[config.mk]
export PLATFORM = sky130hd
export DESIGN_NAME = mips_core_top
export DESIGN_NICKNAME = d
export VERILOG_FILES = /design/src/hdl/mips_pkg.sv /design/src/hdl/reg_file.sv /design/src/hdl/inst_decode.sv /design/src/hdl/alu_execute.sv /design/src/hdl/write_back.sv /design/src/hdl/mips_core_top.sv
export VERILOG_INCLUDE_DIRS = /design/src /design/src/hdl
export SDC_FILE = /design/constraint.sdc
export NUM_CORES = 2
export LEC_CHECK = 0
export BUFFER_PORTS_ARGS = -buffer_cell sky130_fd_sc_hd__buf_2
export CORE_MARGIN = 3
export CORE_UTILIZATION = 45
export CTS_CLUSTER_SIZE = 40
export DETAILED_ROUTE_END_ITERATION = 10
export GPL_TIMING_DRIVEN = 1
export PLACE_DENSITY = 0.66
export SLEW_MARGIN = 15
export SYNTH_ARGS = -nofsm -noshare
export SYNTH_HDL_FRONTEND = slang
export SYNTH_SLANG_ARGS = --single-unit
[constraint.sdc]
create_clock -name aclk -period 9.06 [get_ports aclk]
set_clock_uncertainty 0.15 [all_clocks]
set_input_delay 1.812 -clock aclk [delete_from_list [all_inputs] [get_ports aclk]]
set_output_delay 1.812 -clock aclk [all_outputs]
set_load 0.02 [all_outputs]
[src/hdl/mips_defs.svh]
// widths, reset pc, register count, opcode and funct encodings
`ifndef MIPS_DEFS_SVH
`define MIPS_DEFS_SVH

`define DATA_W      32              // data and instruction word
`define REG_NUM     32              // general registers incl. r0
`define REG_ADDR_W  5               // register number
`define SHAMT_W     5               // shift amount field
`define RESET_PC    32'hBFC0_0000   // pc of first instr after reset
`define WEN_W       4               // trace byte enables

`define OP_SPECIAL  6'h00   // register forms, funct selects op
`define OP_ADDIU    6'h09
`define OP_SLTI     6'h0A
`define OP_SLTIU    6'h0B
`define OP_ANDI     6'h0C
`define OP_ORI      6'h0D
`define OP_XORI     6'h0E
`define OP_LUI      6'h0F

`define FN_SLL      6'h00
`define FN_SRL      6'h02
`define FN_SRA      6'h03
`define FN_ADDU     6'h21
`define FN_SUBU     6'h23
`define FN_AND      6'h24
`define FN_OR       6'h25
`define FN_XOR      6'h26
`define FN_NOR      6'h27
`define FN_SLT      6'h2A
`define FN_SLTU     6'h2B

`endif

[src/hdl/mips_pkg.sv]
// shared types: data word, register number, shift amount, alu op enum, stage structs
`include "mips_defs.svh"

package mips_pkg;

    typedef logic [`DATA_W-1:0]     word_t;     // data or instruction word
    typedef logic [`REG_ADDR_W-1:0] reg_addr_t; // gpr number
    typedef logic [`SHAMT_W-1:0]    shamt_t;    // shift distance

    typedef enum logic [3:0] {
        ALU_ADD,    // wrap-around add
        ALU_SUB,    // wrap-around subtract
        ALU_AND,
        ALU_OR,
        ALU_XOR,
        ALU_NOR,
        ALU_SLT,    // signed compare
        ALU_SLTU,   // unsigned compare
        ALU_SLL,
        ALU_SRL,
        ALU_SRA,
        ALU_LUI     // imm to upper half
    } alu_op_e;

    // decode to execute
    typedef struct packed {
        logic      valid;   // cleared for bubbles
        word_t     pc;
        alu_op_e   alu_op;
        word_t     opa;     // rs after bypass
        word_t     opb;     // rt after bypass or extended imm
        shamt_t    shamt;
        reg_addr_t dst;
        logic      wr;      // valid write to nonzero gpr
    } dec_exe_t;

    // execute to write-back, also the bypass payload
    typedef struct packed {
        logic      valid;
        word_t     pc;
        word_t     result;
        reg_addr_t dst;
        logic      wr;
    } exe_res_t;

endpackage

[src/hdl/reg_file.sv]
// general register file, 31 writable entries, r0 hardwired to zero
`timescale 1ns/1ps
`include "mips_defs.svh"

module reg_file import mips_pkg::*; (
    input  logic      aclk,
    input  logic      arst_n,
    input  reg_addr_t raddr_a,  // rs port
    input  reg_addr_t raddr_b,  // rt port
    output word_t     rdata_a,
    output word_t     rdata_b,
    input  logic      we,
    input  reg_addr_t waddr,
    input  word_t     wdata
);

    word_t [`REG_NUM-1:1] regs;   // no storage behind r0

    always_ff @(posedge aclk) begin
        if (we && (waddr != '0)) begin
            regs[waddr] <= wdata;   // visible to reads after this edge
        end
    end

    // async read with r0 forced to zero
    assign rdata_a = (raddr_a == '0) ? '0 : regs[raddr_a];
    assign rdata_b = (raddr_b == '0) ? '0 : regs[raddr_b];

    // decode drops r0 writes before they reach this port
    a_r0_write_dropped : assert property (
        @(posedge aclk) disable iff (!arst_n)
        we |-> (waddr != '0)
    );

endmodule

[src/hdl/inst_decode.sv]
// decode stage: instruction register, pc counter, field decode, bypassed register read
`timescale 1ns/1ps
`include "mips_defs.svh"

module inst_decode import mips_pkg::*; (
    input  logic     aclk,
    input  logic     arst_n,
    input  logic     instr_valid,
    input  word_t    instr,
    input  exe_res_t exe_fwd,   // result now in execute
    input  exe_res_t wb_fwd,    // result headed into the rf
    output dec_exe_t dec_out
);

    logic      ir_valid;
    word_t     ir_instr;
    word_t     ir_pc;
    word_t     pc_cnt;      // pc for the next valid instr
    logic [5:0] opcode;
    logic [5:0] funct;
    reg_addr_t rs;
    reg_addr_t rt;
    reg_addr_t rd;
    reg_addr_t dst;
    logic      use_imm;     // i-type, rt is the destination
    logic      imm_zext;
    word_t     imm_ext;
    alu_op_e   alu_op;
    logic      legal;
    word_t     rf_a;
    word_t     rf_b;

    // newest producer wins, r0 never bypassed
    function automatic word_t bypass(input reg_addr_t addr, input word_t rf_data,
                                     input exe_res_t e, input exe_res_t w);
        word_t data;
        data = rf_data;
        if ((addr != '0) && e.wr && (e.dst == addr)) begin
            data = e.result;
        end else if ((addr != '0) && w.wr && (w.dst == addr)) begin
            data = w.result;
        end
        return data;
    endfunction

    always_ff @(posedge aclk or negedge arst_n) begin
        if (!arst_n) begin
            ir_valid <= 1'b0;
            pc_cnt   <= `RESET_PC;
        end else begin
            ir_valid <= instr_valid;
            if (instr_valid) begin
                pc_cnt <= pc_cnt + 32'd4;   // bubbles hold the pc
            end
        end
    end

    always_ff @(posedge aclk) begin
        ir_instr <= instr;
        ir_pc    <= pc_cnt;
    end

    assign opcode   = ir_instr[31:26];
    assign rs       = ir_instr[25:21];
    assign rt       = ir_instr[20:16];
    assign rd       = ir_instr[15:11];
    assign funct    = ir_instr[5:0];
    assign use_imm  = (opcode != `OP_SPECIAL);
    assign dst      = use_imm ? rt : rd;
    assign imm_zext = (opcode == `OP_ANDI) || (opcode == `OP_ORI) ||
                      (opcode == `OP_XORI) || (opcode == `OP_LUI);
    assign imm_ext  = imm_zext ? {16'h0000, ir_instr[15:0]}
                               : {{16{ir_instr[15]}}, ir_instr[15:0]};

    always_comb begin
        alu_op = ALU_ADD;
        legal  = 1'b1;
        case (opcode)
            `OP_SPECIAL: begin
                case (funct)
                    `FN_ADDU: alu_op = ALU_ADD;
                    `FN_SUBU: alu_op = ALU_SUB;
                    `FN_AND:  alu_op = ALU_AND;
                    `FN_OR:   alu_op = ALU_OR;
                    `FN_XOR:  alu_op = ALU_XOR;
                    `FN_NOR:  alu_op = ALU_NOR;
                    `FN_SLT:  alu_op = ALU_SLT;
                    `FN_SLTU: alu_op = ALU_SLTU;
                    `FN_SLL:  alu_op = ALU_SLL;
                    `FN_SRL:  alu_op = ALU_SRL;
                    `FN_SRA:  alu_op = ALU_SRA;
                    default:  legal  = 1'b0;
                endcase
            end
            `OP_ADDIU: alu_op = ALU_ADD;
            `OP_SLTI:  alu_op = ALU_SLT;
            `OP_SLTIU: alu_op = ALU_SLTU;   // sign-extended, compared unsigned
            `OP_ANDI:  alu_op = ALU_AND;
            `OP_ORI:   alu_op = ALU_OR;
            `OP_XORI:  alu_op = ALU_XOR;
            `OP_LUI:   alu_op = ALU_LUI;
            default:   legal  = 1'b0;
        endcase
    end

    reg_file reg_file_i (
        .aclk    (aclk),
        .arst_n  (arst_n),
        .raddr_a (rs),
        .raddr_b (rt),
        .rdata_a (rf_a),
        .rdata_b (rf_b),
        .we      (wb_fwd.wr),
        .waddr   (wb_fwd.dst),
        .wdata   (wb_fwd.result)
    );

    always_ff @(posedge aclk or negedge arst_n) begin
        if (!arst_n) begin
            dec_out <= '0;
        end else begin
            dec_out.valid  <= ir_valid;
            dec_out.pc     <= ir_pc;
            dec_out.alu_op <= alu_op;
            dec_out.opa    <= bypass(rs, rf_a, exe_fwd, wb_fwd);
            dec_out.opb    <= use_imm ? imm_ext : bypass(rt, rf_b, exe_fwd, wb_fwd);
            dec_out.shamt  <= ir_instr[10:6];
            dec_out.dst    <= dst;
            dec_out.wr     <= ir_valid && legal && (dst != '0);   // r0 writes dropped here
        end
    end

    a_legal_instr : assert property (
        @(posedge aclk) disable iff (!arst_n) ir_valid |-> legal
    );

endmodule

[src/hdl/alu_execute.sv]
// execute stage: adder, logic ops, compares, shifter, execute/result register
`timescale 1ns/1ps

module alu_execute import mips_pkg::*; (
    input  logic     aclk,
    input  logic     arst_n,
    input  dec_exe_t dec_in,
    output exe_res_t exe_fwd,   // same-cycle result for bypass
    output exe_res_t exe_out
);

    word_t sum;
    word_t diff;
    logic  lt_s;
    logic  lt_u;
    word_t alu_res;

    assign sum  = dec_in.opa + dec_in.opb;  // wraps, no overflow trap
    assign diff = dec_in.opa - dec_in.opb;
    assign lt_s = $signed(dec_in.opa) < $signed(dec_in.opb);
    assign lt_u = dec_in.opa < dec_in.opb;

    always_comb begin
        case (dec_in.alu_op)
            ALU_ADD:  alu_res = sum;
            ALU_SUB:  alu_res = diff;
            ALU_AND:  alu_res = dec_in.opa & dec_in.opb;
            ALU_OR:   alu_res = dec_in.opa | dec_in.opb;
            ALU_XOR:  alu_res = dec_in.opa ^ dec_in.opb;
            ALU_NOR:  alu_res = ~(dec_in.opa | dec_in.opb);
            ALU_SLT:  alu_res = word_t'(lt_s);
            ALU_SLTU: alu_res = word_t'(lt_u);
            ALU_SLL:  alu_res = dec_in.opb << dec_in.shamt;     // shifts act on rt
            ALU_SRL:  alu_res = dec_in.opb >> dec_in.shamt;
            ALU_SRA:  alu_res = word_t'($signed(dec_in.opb) >>> dec_in.shamt);
            ALU_LUI:  alu_res = {dec_in.opb[15:0], 16'h0000};
            default:  alu_res = '0;
        endcase
    end

    always_comb begin
        exe_fwd.valid  = dec_in.valid;
        exe_fwd.pc     = dec_in.pc;
        exe_fwd.result = alu_res;
        exe_fwd.dst    = dec_in.dst;
        exe_fwd.wr     = dec_in.wr;     // already gated by valid in decode
    end

    always_ff @(posedge aclk or negedge arst_n) begin
        if (!arst_n) begin
            exe_out <= '0;
        end else begin
            exe_out <= exe_fwd;
        end
    end

endmodule

[src/hdl/write_back.sv]
// write-back stage: rf write port, last pipeline register, golden-trace outputs
`timescale 1ns/1ps
`include "mips_defs.svh"

module write_back import mips_pkg::*; (
    input  logic              aclk,
    input  logic              arst_n,
    input  exe_res_t          exe_in,
    output exe_res_t          wb_fwd,           // rf write, also bypass source
    output word_t             debug_wb_pc,
    output word_t             debug_wb_rf_wdata,
    output logic [`WEN_W-1:0] debug_wb_rf_wen,
    output reg_addr_t         debug_wb_rf_wnum
);

    exe_res_t wb_q;     // retiring instruction

    // rf write lands on the same edge that loads wb_q
    assign wb_fwd = exe_in;

    always_ff @(posedge aclk or negedge arst_n) begin
        if (!arst_n) begin
            wb_q <= '0;
        end else begin
            wb_q <= exe_in;
        end
    end

    assign debug_wb_pc       = wb_q.pc;
    assign debug_wb_rf_wdata = wb_q.result;
    assign debug_wb_rf_wen   = wb_q.wr ? {`WEN_W{1'b1}} : {`WEN_W{1'b0}};  // full word or none
    assign debug_wb_rf_wnum  = wb_q.dst;

    // decode must have dropped every r0 write
    a_no_r0_trace : assert property (
        @(posedge aclk) disable iff (!arst_n)
        (debug_wb_rf_wen != '0) |-> (debug_wb_rf_wnum != '0)
    );

endmodule

[src/hdl/mips_core_top.sv]
// core top: decode, execute and write-back stages with bypass wiring
`timescale 1ns/1ps
`include "mips_defs.svh"

module mips_core_top import mips_pkg::*; (
    input  logic              aclk,
    input  logic              arst_n,
    input  logic              instr_valid,  // one instr per cycle while high
    input  word_t             instr,
    output word_t             debug_wb_pc,
    output word_t             debug_wb_rf_wdata,
    output logic [`WEN_W-1:0] debug_wb_rf_wen,
    output reg_addr_t         debug_wb_rf_wnum
);

    dec_exe_t dec_exe;      // decode/execute register
    exe_res_t exe_fwd;      // execute result, combinational
    exe_res_t exe_res;      // execute/result register
    exe_res_t wb_fwd;       // rf write port

    inst_decode inst_decode_i (
        .aclk        (aclk),
        .arst_n      (arst_n),
        .instr_valid (instr_valid),
        .instr       (instr),
        .exe_fwd     (exe_fwd),
        .wb_fwd      (wb_fwd),
        .dec_out     (dec_exe)
    );

    alu_execute alu_execute_i (
        .aclk    (aclk),
        .arst_n  (arst_n),
        .dec_in  (dec_exe),
        .exe_fwd (exe_fwd),
        .exe_out (exe_res)
    );

    write_back write_back_i (
        .aclk              (aclk),
        .arst_n            (arst_n),
        .exe_in            (exe_res),
        .wb_fwd            (wb_fwd),
        .debug_wb_pc       (debug_wb_pc),
        .debug_wb_rf_wdata (debug_wb_rf_wdata),
        .debug_wb_rf_wen   (debug_wb_rf_wen),
        .debug_wb_rf_wnum  (debug_wb_rf_wnum)
    );

endmodule

==> metrics.txt <==
status=completed; Max Root-Sink Buffers=3; number of setup violations in the final report=0; TritonCTS clock tree=built; crit path kind=register to register; Max Slew Vio Count=0; Synth Area in Compound Gates=7.57%; Post-CTS Setup Bufs=0; largest net degree at the start of global routing=150; antenna violation net count after detailed routing=0; placed cell area=69000 um2; final wirelength=209 mm; post-synthesis xor/xnor area fraction=0.766%; Yosys reg bits=1330; CP max FO=45; CTS Buf Count=141; setup_tns=0 ns; # IOs=108; final instance area=73900 um2; min-delay worst type=register to register; via count=42.1k; critical path launch point type=register; first-pass GRT wire length=303 mm; ranking of synthesized cells by area=edfxtp_1, mux4_2, dfrtp_1; crit-path max cell delay=0.83 ns; Initial Util=45.4%; Max-cap violations=0; share of the synthesized area in the top cell type=44.9%; fmax=211 MHz; Simple-Gate Fraction of Synth Area=4.98%; Die Width=390 um; DR vias/cell=6.72; area delta synth->final=11.5%; met3 WL=21.9 mm; clk slew on worst S/H paths=0.07 ns; Syn Std Cell Area=66300 um2; core area=146000 um2; die height=390 um; Synth Warn #=0; CP top delay family=buffers and inverters; Worst-Margin Slew=1.17 ns; CTS root buf=clkbuf_16; LEAKAGE=25.6 nW; Port Buffers=105; worst path required time=9.54 ns; HPWL Detailed=127 mm; largest area contributor in the netlist=edfxtp_1; Min Clock Period, post-route=4.73 ns; DR iter-0 viols=5417; clock latency on the worst-skew pair=0.81 ns; CP arrival=5.22 ns; Routed met1 length=81.0 mm; sequential standard cell area=38000 um2; Fill cells=11.8k; All-Layer GR Usage=27.5%; Clock Sink Count=1330; CP max-delay cell=buf_4; largest family of logic cells by synthesized area=multiplexers; DR pass1 iterations=6; critical path endpoint category=register; Hold Vio Cnt, Final=0; Netlist cell types=102; EDFF count, synth=992; NumNets Final=4362; layout cells sized above 1=28.7%; RSZ-0062 raised after global routing=no; Final Cycle Share=52.3%; cells after synthesis=4210; die area=152000 um2; Rows=140; gpl congestion=1.00; Mean Syn Cell Area=15.7 um2; WL met2=96.4 mm; mux cell area share after synthesis=24.6%; asr flop ratio synth=20.8%; Seq/Total Area, Yosys=57.2%; DR WL/cell=33.3 um; grt ovf=0; Post-CTS Resized=0; Max Used Layer=met4; top post-synthesis cells by count=edfxtp_1, mux4_2, dfrtp_1; PD cells=214 nW/um2; worst vdd ir=0.000183 V; vias in the first global route=42.1k; Post-route DRC=0; hold_buf cts=0; H-tree Lvls=4; CP Buf/Inv Count=2; CP Cell Sequence=buf_4, buf_4, mux4_2, mux4_2, mux2i_1, nor2_1, a211oi_1, a21oi_1; top_reg_cell synth=edfxtp_1; multi-input logic area=26800 um2; Relative slew margins=21.7%; cell with the most instances after synthesis=edfxtp_1; fraction of the mapped netlist area in adder cells=2.00%; antenna violations before repair=8
## worst paths after layout
kind / startpoint / to / slack (ns) / cells past startpoint
worst min register to register: inst_decode_i.ir_pc[19] / inst_decode_i.dec_out[98] / 0.17 / 0
worst max register to register: inst_decode_i.ir_instr[21] / inst_decode_i.dec_out[47] / 4.33 / 8
worst max-delay path: inst_decode_i.ir_instr[21] / inst_decode_i.dec_out[47] / 4.33 / 8
max in group asynchronous: arst_n / inst_decode_i.dec_out[6] / 6.46 / 2
worst min-delay path: inst_decode_i.ir_pc[19] / inst_decode_i.dec_out[98] / 0.17 / 0
min in group asynchronous: arst_n / write_back_i.debug_wb_rf_wdata[23] / 0.88 / 1
## registers in the layout, indices dropped and copies added (netlist names)
name and count:
inst_decode_i.pc_cnt 30, inst_decode_i.dec_out 109, inst_decode_i.ir_instr 32, inst_decode_i.ir_valid 1, inst_decode_i.reg_file_i.regs 992, write_back_i.debug_wb_rf_wnum 5, inst_decode_i.ir_pc 30, write_back_i.wb_q 1
write_back_i.debug_wb_pc 30, alu_execute_i.exe_out 68, write_back_i.debug_wb_rf_wdata 32
## power breakdown
group / total [W] / internal [W] / switching [W] / leakage, nW
clock network: 0.00609 / 0.00350 / 0.00259 / 2.40
registers: 0.00789 / 0.00720 / 0.000686 / 12.8
logic: 0.00187 / 0.000748 / 0.00112 / 10.4
total: 0.0158 / 0.0114 / 0.00439 / 25.6
## per-layer routing
layer	up-vias	GRT usage, %
met5	-	0
met1	22031	38.0
li1	17018	-
met3	511	6.59
met4	0	11.5
met2	2507	42.2
## through the flow
stage                     total power [W]  util [%]  cells  hold WS (ns)  setup slack (ns)
final                              0.0158      50.7   6260         0.170              4.33
after global routing               0.0164      50.7   6259         0.182              3.89
after CTS                          0.0159      50.6   6257         0.173              4.18
after detailed placement          0.00985      47.3   5996         0.170              4.27
after global placement            0.00983      47.3   5996         0.166              4.26
after floorplan                   0.00894         -   4211         0.166              5.58
## worst register-to-register path: cells and delay by family, from the launching register on
kind	cells	cell delay, ns
compound gates	2	0.74
buf+inv	2	1.69
flops	1	0.59
mux	3	1.32
simple gates	1	0.07
## cells in the final DEF (no fill, tap or decap), types with 40 or more instances in the layout
cell       synthesis  final
edfxtp_1         992    992
mux4_2           636    636
dfrtp_1          267    254
nor2_1           266    234
nand2_1          213    213
a21oi_1          178    178
clkbuf_16          0    143
mux2i_1          125    125
o21ai_0          116    116
inv_1            105    105
buf_2             86    104
ha_1             103    103
buf_4             12     94
mux2_2            62     62
dfxtp_1           62     52
a22o_1            49     49
o211ai_1          47     47
xnor2_1           43     43
nor3_1            45     41
a211oi_1          40     40
## cell type report
cell class                 instances  area share [%]
tap                             1917            3.24
antenna                            3          0.0102
timing repair buffer             205            1.84
inverter                         109           0.553
multi-input combinational       2435            36.2
sequential                      1330            51.4
clock inverter                    81            1.51
clock buffer                     180            5.19
## cell families after synthesis
family | after synthesis
mux | 825
simple gates | 714
xor+xnor | 58
compound gates | 731
flops | 1330
other cells | 1
fa+ha+maj | 105
buf+inv | 446
No activity file was read; power rests on OpenSTA's default activity.
